`config.mk`:
```
export PLATFORM = sky130hd
export DESIGN_NAME = rv32i_core
export DESIGN_NICKNAME = d
export VERILOG_FILES = /design/src/rv_isa_pkg.sv /design/src/axi_lite_pkg.sv /design/src/reg_file.sv /design/src/fetch_unit.sv /design/src/decode_unit.sv /design/src/execute_unit.sv /design/src/result_unit.sv /design/src/rv32i_core.sv
export VERILOG_INCLUDE_DIRS = /design/src
export SDC_FILE = /design/constraint.sdc
export NUM_CORES = 2
export LEC_CHECK = 0
export ABC_CLOCK_PERIOD_IN_PS = 13600
export BUFFER_PORTS_ARGS = -buffer_cell sky130_fd_sc_hd__buf_4
export CAP_MARGIN = 40
export CORE_AREA = 3 3 407 409
export CTS_BUF_LIST = sky130_fd_sc_hd__clkbuf_8
export CTS_CLUSTER_DIAMETER = 50
export DETAILED_ROUTE_END_ITERATION = 7
export DIE_AREA = 0 0 410 412
export PLACE_DENSITY = 0.6
export SLEW_MARGIN = 25
export SYNTH_ARGS = -nofsm -noshare
export SYNTH_HDL_FRONTEND = slang
export SYNTH_SLANG_ARGS = --single-unit
```
`constraint.sdc`:
```
create_clock -name aclk -period 13.6 [get_ports aclk]
set_clock_uncertainty 0.2 [all_clocks]
set_input_delay 4.08 -clock aclk [delete_from_list [all_inputs] [get_ports aclk]]
set_output_delay 4.08 -clock aclk [all_outputs]
set_load 0.03 [all_outputs]
```
`src/core_defines.svh`:
```
/* Widths are fixed for RV32I. Only XLEN = 32 and ILEN = 32 are supported */

`ifndef CORE_DEFINES_SVH
`define CORE_DEFINES_SVH

// Data and instruction widths
`define XLEN 32
`define ILEN 32

// Integer register file
`define NB_REGS 32
`define REG_ADDR_W 5

// First fetch address after reset
`define BOOT_ADDR 32'h0000_0000

// AXI4-Lite response code for a good transfer
`define AXI_RESP_OKAY 2'b00

`endif

```
`src/rv_isa_pkg.sv`:
```
/* RV32I subset types: OP, OP-IMM, LUI and SW only */

`include "core_defines.svh"

package rv_isa_pkg;

    typedef logic [`XLEN-1:0]       xlen_t;
    typedef logic [`REG_ADDR_W-1:0] reg_addr_t;

    // Major opcodes handled by the core
    typedef enum logic [6:0] {
        OP     = 7'b0110011,
        OP_IMM = 7'b0010011,
        LUI    = 7'b0110111,
        STORE  = 7'b0100011
    } opcode_e;

    typedef enum logic [3:0] {
        ALU_ADD, ALU_SUB, ALU_SLL, ALU_SLT, ALU_SLTU,
        ALU_XOR, ALU_SRL, ALU_SRA, ALU_OR, ALU_AND
    } alu_op_e;

    // Decoded instruction with operands already read
    typedef struct packed {
        alu_op_e   alu_op;
        xlen_t     op_a;
        xlen_t     op_b;
        reg_addr_t rd;
        logic      wr_en;
        logic      store;
        xlen_t     store_data;
        logic      illegal;
    } dec_inst_t;

    // Value holds the ALU result, or the address for a store
    typedef struct packed {
        reg_addr_t rd;
        logic      wr_en;
        logic      store;
        xlen_t     value;
        xlen_t     store_data;
        logic      illegal;
    } exe_result_t;

endpackage

```
`src/axi_lite_pkg.sv`:
```
/* AXI4-Lite channel payloads. No ID, PROT or burst fields */

`include "core_defines.svh"

package axi_lite_pkg;

    typedef logic [1:0] axi_resp_t;

    ////////////////////
    // Address channel, used for both AR and AW
    ////////////////////
    typedef struct packed {
        logic [`XLEN-1:0] addr;
        logic             valid;
    } axi_addr_req_t;

    ////////////////////
    // Write data channel
    ////////////////////
    typedef struct packed {
        logic [`XLEN-1:0]   data;
        logic [`XLEN/8-1:0] strb;
        logic               valid;
    } axi_wdata_req_t;

endpackage

```
`src/reg_file.sv`:
```
/* Combinational reads, one synchronous write. x0 is never written */

`timescale 1ns/1ns

`include "core_defines.svh"

module reg_file (
    input  logic                  aclk,
    input  logic                  rst_n,
    input  rv_isa_pkg::reg_addr_t rs1_addr,
    input  rv_isa_pkg::reg_addr_t rs2_addr,
    output rv_isa_pkg::xlen_t     rs1_val,
    output rv_isa_pkg::xlen_t     rs2_val,
    input  logic                  wr_en,
    input  rv_isa_pkg::reg_addr_t wr_addr,
    input  rv_isa_pkg::xlen_t     wr_data
);

    import rv_isa_pkg::*;

    xlen_t regs [`NB_REGS];

    always_ff @(posedge aclk) begin
        if (!rst_n) begin
            for (int i = 0; i < `NB_REGS; i++) begin
                regs[i] <= '0;
            end
        end else if (wr_en && (wr_addr != '0)) begin
            regs[wr_addr] <= wr_data;
        end
    end

    // x0 forced to zero on the read side as well
    assign rs1_val = (rs1_addr == '0) ? '0 : regs[rs1_addr];
    assign rs2_val = (rs2_addr == '0) ? '0 : regs[rs2_addr];

endmodule

```
`src/fetch_unit.sv`:
```
/* One instruction read at a time. The next read waits for retire
   and a halt stops all further reads */

`timescale 1ns/1ns

`include "core_defines.svh"

module fetch_unit (
    input  logic                       aclk,
    input  logic                       rst_n,
    output axi_lite_pkg::axi_addr_req_t imem_ar,
    input  logic                       imem_arready,
    input  logic                       imem_rvalid,
    output logic                       imem_rready,
    input  rv_isa_pkg::xlen_t          imem_rdata,
    input  axi_lite_pkg::axi_resp_t    imem_rresp,
    input  logic                       retire,
    input  logic                       halted,
    output logic                       inst_valid,
    output rv_isa_pkg::xlen_t          inst,
    output logic                       fetch_err
);

    import axi_lite_pkg::*;

    typedef enum logic [1:0] {
        REQ,
        WAIT_DATA,
        WAIT_RETIRE
    } fetch_state_e;

    fetch_state_e  state;
    axi_addr_req_t ar_q;
    logic          rdata_fire;

    // The AR address is the program counter itself
    assign imem_ar     = ar_q;
    assign imem_rready = (state == WAIT_DATA);
    assign rdata_fire  = imem_rvalid && imem_rready;

    // Read data goes straight to decode in the cycle it is accepted
    assign inst_valid = rdata_fire && (imem_rresp == `AXI_RESP_OKAY);
    assign inst       = imem_rdata;
    assign fetch_err  = rdata_fire && (imem_rresp != `AXI_RESP_OKAY);

    always_ff @(posedge aclk) begin
        if (!rst_n) begin
            state      <= REQ;
            ar_q.addr  <= `BOOT_ADDR;
            ar_q.valid <= 1'b0;
        end else begin
            case (state)
                REQ: begin
                    if (ar_q.valid) begin
                        if (imem_arready) begin
                            ar_q.valid <= 1'b0;
                            state      <= WAIT_DATA;
                        end
                    end else if (!halted) begin
                        // First request after reset
                        ar_q.valid <= 1'b1;
                    end
                end
                WAIT_DATA: begin
                    if (imem_rvalid) begin
                        state <= WAIT_RETIRE;
                    end
                end
                WAIT_RETIRE: begin
                    // A fetch error never retires, so the unit parks here
                    if (retire && !halted) begin
                        ar_q.addr  <= ar_q.addr + `XLEN'd4;
                        ar_q.valid <= 1'b1;
                        state      <= REQ;
                    end
                end
                default: state <= REQ;
            endcase
        end
    end

endmodule

```
`src/decode_unit.sv`:
```
/* Decodes OP, OP-IMM, LUI and SW only. Anything else is flagged illegal
   and carries no register write and no store */

`timescale 1ns/1ns

`include "core_defines.svh"

module decode_unit (
    input  logic                  aclk,
    input  logic                  rst_n,
    input  logic                  inst_valid,
    input  logic [`ILEN-1:0]      inst,
    input  logic                  wr_en,
    input  rv_isa_pkg::reg_addr_t wr_addr,
    input  rv_isa_pkg::xlen_t     wr_data,
    output logic                  dec_valid,
    output rv_isa_pkg::dec_inst_t dec
);

    import rv_isa_pkg::*;

    opcode_e   opcode;
    logic [2:0] funct3;
    logic [6:0] funct7;
    xlen_t     imm_i;
    xlen_t     imm_s;
    xlen_t     imm_u;
    xlen_t     rs1_val;
    xlen_t     rs2_val;
    dec_inst_t dec_next;

    assign opcode = opcode_e'(inst[6:0]);
    assign funct3 = inst[14:12];
    assign funct7 = inst[31:25];

    ////////////////////
    // Immediates
    ////////////////////
    assign imm_i = {{20{inst[31]}}, inst[31:20]};
    assign imm_s = {{20{inst[31]}}, inst[31:25], inst[11:7]};
    assign imm_u = {inst[31:12], 12'b0};

    reg_file u_reg_file (
        .aclk     (aclk),
        .rst_n    (rst_n),
        .rs1_addr (inst[19:15]),
        .rs2_addr (inst[24:20]),
        .rs1_val  (rs1_val),
        .rs2_val  (rs2_val),
        .wr_en    (wr_en),
        .wr_addr  (wr_addr),
        .wr_data  (wr_data)
    );

    // funct3 picks the operation, alt selects sub or sra
    function automatic alu_op_e alu_sel(input logic [2:0] f3, input logic alt);
        case (f3)
            3'b000:  return alt ? ALU_SUB : ALU_ADD;
            3'b001:  return ALU_SLL;
            3'b010:  return ALU_SLT;
            3'b011:  return ALU_SLTU;
            3'b100:  return ALU_XOR;
            3'b101:  return alt ? ALU_SRA : ALU_SRL;
            3'b110:  return ALU_OR;
            default: return ALU_AND;
        endcase
    endfunction

    always_comb begin
        dec_next            = '0;
        dec_next.alu_op     = ALU_ADD;
        dec_next.op_a       = rs1_val;
        dec_next.op_b       = imm_i;
        dec_next.rd         = inst[11:7];
        dec_next.store_data = rs2_val;
        case (opcode)
            OP: begin
                dec_next.alu_op  = alu_sel(funct3, funct7[5]);
                dec_next.op_b    = rs2_val;
                dec_next.wr_en   = 1'b1;
                dec_next.illegal = !((funct7 == 7'b0000000) ||
                                     ((funct7 == 7'b0100000) &&
                                      ((funct3 == 3'b000) || (funct3 == 3'b101))));
            end
            OP_IMM: begin
                dec_next.alu_op = alu_sel(funct3, (funct3 == 3'b101) && funct7[5]);
                dec_next.wr_en  = 1'b1;
                // Shift amounts only, upper bits must be a valid funct7
                if (funct3 == 3'b001) begin
                    dec_next.illegal = (funct7 != 7'b0000000);
                end else if (funct3 == 3'b101) begin
                    dec_next.illegal = (funct7 != 7'b0000000) && (funct7 != 7'b0100000);
                end
            end
            LUI: begin
                dec_next.op_a  = '0;
                dec_next.op_b  = imm_u;
                dec_next.wr_en = 1'b1;
            end
            STORE: begin
                dec_next.op_b    = imm_s;
                dec_next.store   = 1'b1;
                dec_next.illegal = (funct3 != 3'b010);
            end
            default: dec_next.illegal = 1'b1;
        endcase
        if (dec_next.illegal) begin
            dec_next.wr_en = 1'b0;
            dec_next.store = 1'b0;
        end
    end

    always_ff @(posedge aclk) begin
        if (!rst_n) begin
            dec_valid <= 1'b0;
        end else begin
            dec_valid <= inst_valid;
        end
    end

    always_ff @(posedge aclk) begin
        if (inst_valid) begin
            dec <= dec_next;
        end
    end

endmodule

```
`src/execute_unit.sv`:
```
/* Registered ALU. A store uses the adder for its address */

`timescale 1ns/1ns

`include "core_defines.svh"

module execute_unit (
    input  logic                    aclk,
    input  logic                    rst_n,
    input  logic                    dec_valid,
    input  rv_isa_pkg::dec_inst_t   dec,
    output logic                    exe_valid,
    output rv_isa_pkg::exe_result_t exe
);

    import rv_isa_pkg::*;

    logic [4:0]  shamt;
    xlen_t       alu_res;
    exe_result_t exe_next;

    assign shamt = dec.op_b[4:0];

    ////////////////////
    // ALU
    ////////////////////
    // LUI arrives as zero plus the U-immediate
    always_comb begin
        case (dec.alu_op)
            ALU_ADD:  alu_res = dec.op_a + dec.op_b;
            ALU_SUB:  alu_res = dec.op_a - dec.op_b;
            ALU_SLL:  alu_res = dec.op_a << shamt;
            ALU_SLT:  alu_res = {{(`XLEN-1){1'b0}}, $signed(dec.op_a) < $signed(dec.op_b)};
            ALU_SLTU: alu_res = {{(`XLEN-1){1'b0}}, dec.op_a < dec.op_b};
            ALU_XOR:  alu_res = dec.op_a ^ dec.op_b;
            ALU_SRL:  alu_res = dec.op_a >> shamt;
            ALU_SRA:  alu_res = $signed(dec.op_a) >>> shamt;
            ALU_OR:   alu_res = dec.op_a | dec.op_b;
            default:  alu_res = dec.op_a & dec.op_b;
        endcase
    end

    always_comb begin
        exe_next.rd         = dec.rd;
        exe_next.wr_en      = dec.wr_en;
        exe_next.store      = dec.store;
        exe_next.value      = alu_res;
        exe_next.store_data = dec.store_data;
        exe_next.illegal    = dec.illegal;
    end

    always_ff @(posedge aclk) begin
        if (!rst_n) begin
            exe_valid <= 1'b0;
        end else begin
            exe_valid <= dec_valid;
        end
    end

    always_ff @(posedge aclk) begin
        if (dec_valid) begin
            exe <= exe_next;
        end
    end

endmodule

```
`src/result_unit.sv`:
```
/* Retires one instruction at a time. The first halt cause is kept
   and the core stays halted until reset */

`timescale 1ns/1ns

`include "core_defines.svh"

module result_unit (
    input  logic                        aclk,
    input  logic                        rst_n,
    input  logic                        exe_valid,
    input  rv_isa_pkg::exe_result_t     exe,
    output axi_lite_pkg::axi_addr_req_t  dmem_aw,
    input  logic                        dmem_awready,
    output axi_lite_pkg::axi_wdata_req_t dmem_w,
    input  logic                        dmem_wready,
    input  logic                        dmem_bvalid,
    output logic                        dmem_bready,
    input  axi_lite_pkg::axi_resp_t     dmem_bresp,
    input  logic                        fetch_err,
    output logic                        wr_en,
    output rv_isa_pkg::reg_addr_t       wr_addr,
    output rv_isa_pkg::xlen_t           wr_data,
    output logic                        retire,
    output logic                        halted,
    output logic [1:0]                  halt_cause
);

    import axi_lite_pkg::*;

    typedef enum logic [1:0] {IDLE, STORE, WAIT_B} res_state_e;
    typedef enum logic [1:0] {NONE, ILLEGAL, FETCH_ERR, STORE_ERR} halt_cause_e;

    res_state_e     state;
    halt_cause_e    cause_q;
    logic           halt_q;
    axi_addr_req_t  aw_q;
    axi_wdata_req_t w_q;
    logic           aw_done;
    logic           w_done;
    logic           b_fire;

    assign dmem_aw     = aw_q;
    assign dmem_w      = w_q;
    assign dmem_bready = (state == WAIT_B);
    assign b_fire      = dmem_bvalid && dmem_bready;

    // A channel is done once its handshake happened, now or earlier
    assign aw_done = !aw_q.valid || dmem_awready;
    assign w_done  = !w_q.valid || dmem_wready;

    // Register results are written in the cycle they arrive
    assign wr_en   = exe_valid && exe.wr_en;
    assign wr_addr = exe.rd;
    assign wr_data = exe.value;
    assign retire  = wr_en || (b_fire && (dmem_bresp == `AXI_RESP_OKAY));

    assign halted     = halt_q;
    assign halt_cause = cause_q;

    always_ff @(posedge aclk) begin
        if (!rst_n) begin
            state     <= IDLE;
            aw_q.valid <= 1'b0;
            w_q.valid <= 1'b0;
            halt_q    <= 1'b0;
            cause_q   <= NONE;
        end else begin
            case (state)
                IDLE: begin
                    if (exe_valid && exe.store) begin
                        aw_q  <= '{addr: exe.value, valid: 1'b1};
                        w_q   <= '{data: exe.store_data, strb: '1, valid: 1'b1};
                        state <= STORE;
                    end
                end
                STORE: begin
                    if (dmem_awready) aw_q.valid <= 1'b0;
                    if (dmem_wready) w_q.valid <= 1'b0;
                    if (aw_done && w_done) state <= WAIT_B;
                end
                WAIT_B: begin
                    if (dmem_bvalid) state <= IDLE;
                end
                default: state <= IDLE;
            endcase

            if (!halt_q) begin
                if (exe_valid && exe.illegal) begin
                    halt_q  <= 1'b1;
                    cause_q <= ILLEGAL;
                end else if (fetch_err) begin
                    halt_q  <= 1'b1;
                    cause_q <= FETCH_ERR;
                end else if (b_fire && (dmem_bresp != `AXI_RESP_OKAY)) begin
                    halt_q  <= 1'b1;
                    cause_q <= STORE_ERR;
                end
            end
        end
    end

endmodule

```
`src/rv32i_core.sv`:
```
/* RV32I subset core with one instruction in flight. AXI4-Lite read port
   for instructions, write-only AXI4-Lite port for stores */

`timescale 1ns/1ns

module rv32i_core (
    input  logic                        aclk,
    input  logic                        rst_n,
    // Instruction read channel
    output axi_lite_pkg::axi_addr_req_t  imem_ar,
    input  logic                        imem_arready,
    input  logic                        imem_rvalid,
    output logic                        imem_rready,
    input  rv_isa_pkg::xlen_t           imem_rdata,
    input  axi_lite_pkg::axi_resp_t     imem_rresp,
    // Data write channel
    output axi_lite_pkg::axi_addr_req_t  dmem_aw,
    input  logic                        dmem_awready,
    output axi_lite_pkg::axi_wdata_req_t dmem_w,
    input  logic                        dmem_wready,
    input  logic                        dmem_bvalid,
    output logic                        dmem_bready,
    input  axi_lite_pkg::axi_resp_t     dmem_bresp,
    // Status
    output logic                        halted,
    output logic [1:0]                  halt_cause
);

    import rv_isa_pkg::*;

    logic        inst_valid;
    xlen_t       inst;
    logic        fetch_err;
    logic        dec_valid;
    dec_inst_t   dec;
    logic        exe_valid;
    exe_result_t exe;
    logic        wr_en;
    reg_addr_t   wr_addr;
    xlen_t       wr_data;
    logic        retire;

    fetch_unit u_fetch (
        .aclk (aclk), .rst_n (rst_n),
        .imem_ar (imem_ar), .imem_arready (imem_arready),
        .imem_rvalid (imem_rvalid), .imem_rready (imem_rready),
        .imem_rdata (imem_rdata), .imem_rresp (imem_rresp),
        .retire (retire), .halted (halted),
        .inst_valid (inst_valid), .inst (inst), .fetch_err (fetch_err)
    );

    decode_unit u_decode (
        .aclk (aclk), .rst_n (rst_n),
        .inst_valid (inst_valid), .inst (inst),
        .wr_en (wr_en), .wr_addr (wr_addr), .wr_data (wr_data),
        .dec_valid (dec_valid), .dec (dec)
    );

    execute_unit u_execute (
        .aclk (aclk), .rst_n (rst_n),
        .dec_valid (dec_valid), .dec (dec),
        .exe_valid (exe_valid), .exe (exe)
    );

    result_unit u_result (
        .aclk (aclk), .rst_n (rst_n),
        .exe_valid (exe_valid), .exe (exe),
        .dmem_aw (dmem_aw), .dmem_awready (dmem_awready),
        .dmem_w (dmem_w), .dmem_wready (dmem_wready),
        .dmem_bvalid (dmem_bvalid), .dmem_bready (dmem_bready), .dmem_bresp (dmem_bresp),
        .fetch_err (fetch_err),
        .wr_en (wr_en), .wr_addr (wr_addr), .wr_data (wr_data),
        .retire (retire), .halted (halted), .halt_cause (halt_cause)
    );

endmodule

```
==> impl_metrics.ini <==
[yosys]
seq_area_frac_synth_pct = 53.33
synth_top_cell_by_area = edfxtp_1
ys.warnings.count = 0
synth_ff_type = edfxtp_1
netlist_instances = 5145
ys_top_cells_by_area = edfxtp_1, mux4_2, and2_1, clkbuf_1, ha_1
avgSynthCellArea_sq_um = 14.18
synth_edf_count = 1268
netlist_area_sq_um = 72970
ys_types = 98
synth-seq-cells = 1310
synth_top_area_share_pct = 52.18
ys_async_sr_fraction_pct = 0

[placed_design]
placed_area_sq_um = 77500
gp_congestion = 0.9914
hpwl_mm = 161.1
portBuffers = 144
dpl.cell_count = 7191

[cells_and_area]
nNetsFinal = 5382
fin_cells = 7589
mostFrequentLayoutCells = edfxtp_1, and2_1, mux4_2
fillers = 13750
ff_latch_area_sq_um = 38920
areaGrowthSynthToFinish_pct = 12.05
multiInputGateArea_sq_um = 32390
drive_gt1_share_pct = 25.99
final_common_cell = edfxtp_1
fin_area_sq_um = 81770

[clock_tree]
post_cts_buffers = 0
cts_sinks = 1310
hold_buffers = 0
cts_tree = yes
cts_inserted_buffers = 215
path_clk_slew_ns = 0.07
htreeDepth = 4
clockRootBuffer = clkbuf_8
cts_resized = 0
clk_path_buf_depth = 3
worstSkewPairLatency_ns = 0.98

[power]
p_switching_w = 0.002193
clockPowerShare_pct = 38.4
powerDensity_nw_per_um2 = 107.4
power_leakage_nw = 29.62
swShare_pct = 24.96
combPwrFrac_pct = 9.2
peakVddDrop_uv = 73.05
power_w = 0.008785
seqPwrFrac_pct = 52.3
p_int_w = 0.006592

[timing]
rsz0062_at_grt = false
setup_violations = 0
tightest_slew_ns = 1.092
slew_headroom_pct = 27.03
slew_viol_final = 0
timing.fmax_ghz = 0.1427
min_period_ns = 7.008
finalHoldViolCount = 0
fin_crit_sh_pct = 51.53
finalSetupTns_ns = 0

[worst_setup_path]
cp-start-kind = primary input
path_class = primary input to register
critical_path_required_ns = 14.08
crit_fanout = 71
crit_arrival_ns = 7.49
cp-end-kind = register

[route]
vias = 48470
drt_first_pass_iters = 6
routedWlPerCell_um = 33.96
wirelength_mm = 257.8
drc = 0
post_drt_via_cell_ratio = 6.387
ant_nets = 0
detail_route.iter0.violations = 6677

[global_routing]
grt.total_usage_pct = 30.40
grt-ovfl-total = 0
grt_pass1_vias = 48060
grt_max_degree = 108
grt_pass1_wl_mm = 362.5
antenna_found_initial = 15

[status]
run_status = complete, no violations

[floorplanning]
io_pins = 151
die_y_um = 412
initial_core_util_pct = 44.93
die-width_um = 410
die-area_sq_um = 168900
row_count = 148
core_area_sq_um = 162400

[hold_path]
hold_class = register to register

[job]
max_cap_violations = 0
[layout make-up]
class / count / share of cell area, %
antenna: 5 / 0.01530
tap: 2175 / 3.328
sequential: 1310 / 47.60
multi-input combinational: 3270 / 39.61
inverter: 107 / 0.4943
clock buffer: 227 / 3.821
timing repair buffer: 335 / 3.939
clock inverter: 160 / 1.192
[critical path, stage by stage]
cell and delay, ns:
buf_8 0.64, buf_12 0.42, buf_16 0.41, mux4_2 0.57, mux4_2 0.47, mux2i_1 0.29
nor2_1 0.10, mux2i_1 0.14, o21ai_0 0.10
[cells by family (layout without fill, tap and decap cells)]
group | after synthesis | count (layout) | synth area share [%]
simple gates | 1675 | 1675 | 12.79
flops | 1310 | 1310 | 53.33
mux | 806 | 806 | 22.65
compound gates | 607 | 607 | 5.626
buf+inv | 601 | 829 | 3.323
fa+ha+maj | 100 | 100 | 1.735
xor+xnor | 44 | 44 | 0.5281
other cells | 2 | 43 | 0.01029
[per-stage QoR]
stage / worst slack (ns) / hold slack, ns / utilization, %
4_1_cts: 6.616 / 0.2149 / 50.24
2_1_floorplan: 1.143 / 0.2003 / -
3_3_place_gp: 5.571 / 0.2013 / 47.16
5_1_grt: 6.385 / 0.2243 / 50.34
6_report: 6.592 / 0.2127 / 50.35
3_5_place_dp: 5.524 / 0.2045 / 47.72
[final timing paths]
kind                            slack (ns)                   to              start  depth (start not counted)
worst max register to register        8.57    u_execute.exe[33]   u_decode.dec[44]                         13
worst min-delay path                  0.21  u_result.dmem_w[27]  u_execute.exe[23]                          0
worst min register to register        0.21  u_result.dmem_w[27]  u_execute.exe[23]                          0
worst max-delay path                  6.59     u_decode.dec[43]     imem_rdata[20]                          9
[synthesized netlist by cell type (28+ instances only)]
cell,instances
a221o_1,28
mux2i_1,117
buf_2,60
buf_1,53
mux4_2,674
inv_1,105
dfxtp_1,42
nor3_1,53
ha_1,98
nor2_1,289
and2_1,976
a21oi_1,144
edfxtp_1,1268
clkbuf_1,364
a211oi_1,33
and3_1,46
nand3_1,37
o21ai_0,150
nand2_1,167
[sequential cells by signal (all words and copies together), names as in the netlist]
signal / cells
u_result.dmem_w: 33
u_decode.dec: 108
u_fetch.state: 2
u_decode.dec_valid: 1
u_result.dmem_aw: 33
u_result.halted: 1
u_decode.u_reg_file.regs: 1024
u_execute.exe_valid: 1
u_execute.exe: 72
u_fetch.imem_ar: 31
u_result.halt_cause: 2
u_result.state: 2
[metal layers]
metal	GRT usage, %	up-vias	routed length, um
met5	0	-	41
met4	14.64	6	13520
met3	6.210	642	24250
met2	49.07	2813	123100
met1	39.48	25040	96810
li1	-	19970	-
[power by group through the flow]
stage	Combinational [W]	Clock [W]	Sequential (W)
2_1_floorplan	0.000515	0	0.00466
3_3_place_gp	0.000780	0	0.00467
3_5_place_dp	0.000799	0	0.00468
4_1_cts	0.000800	0.00343	0.00459
5_1_grt	0.000844	0.00360	0.00461
6_report	0.000811	0.00338	0.00460
No activity file was read; power rests on OpenSTA's default activity.
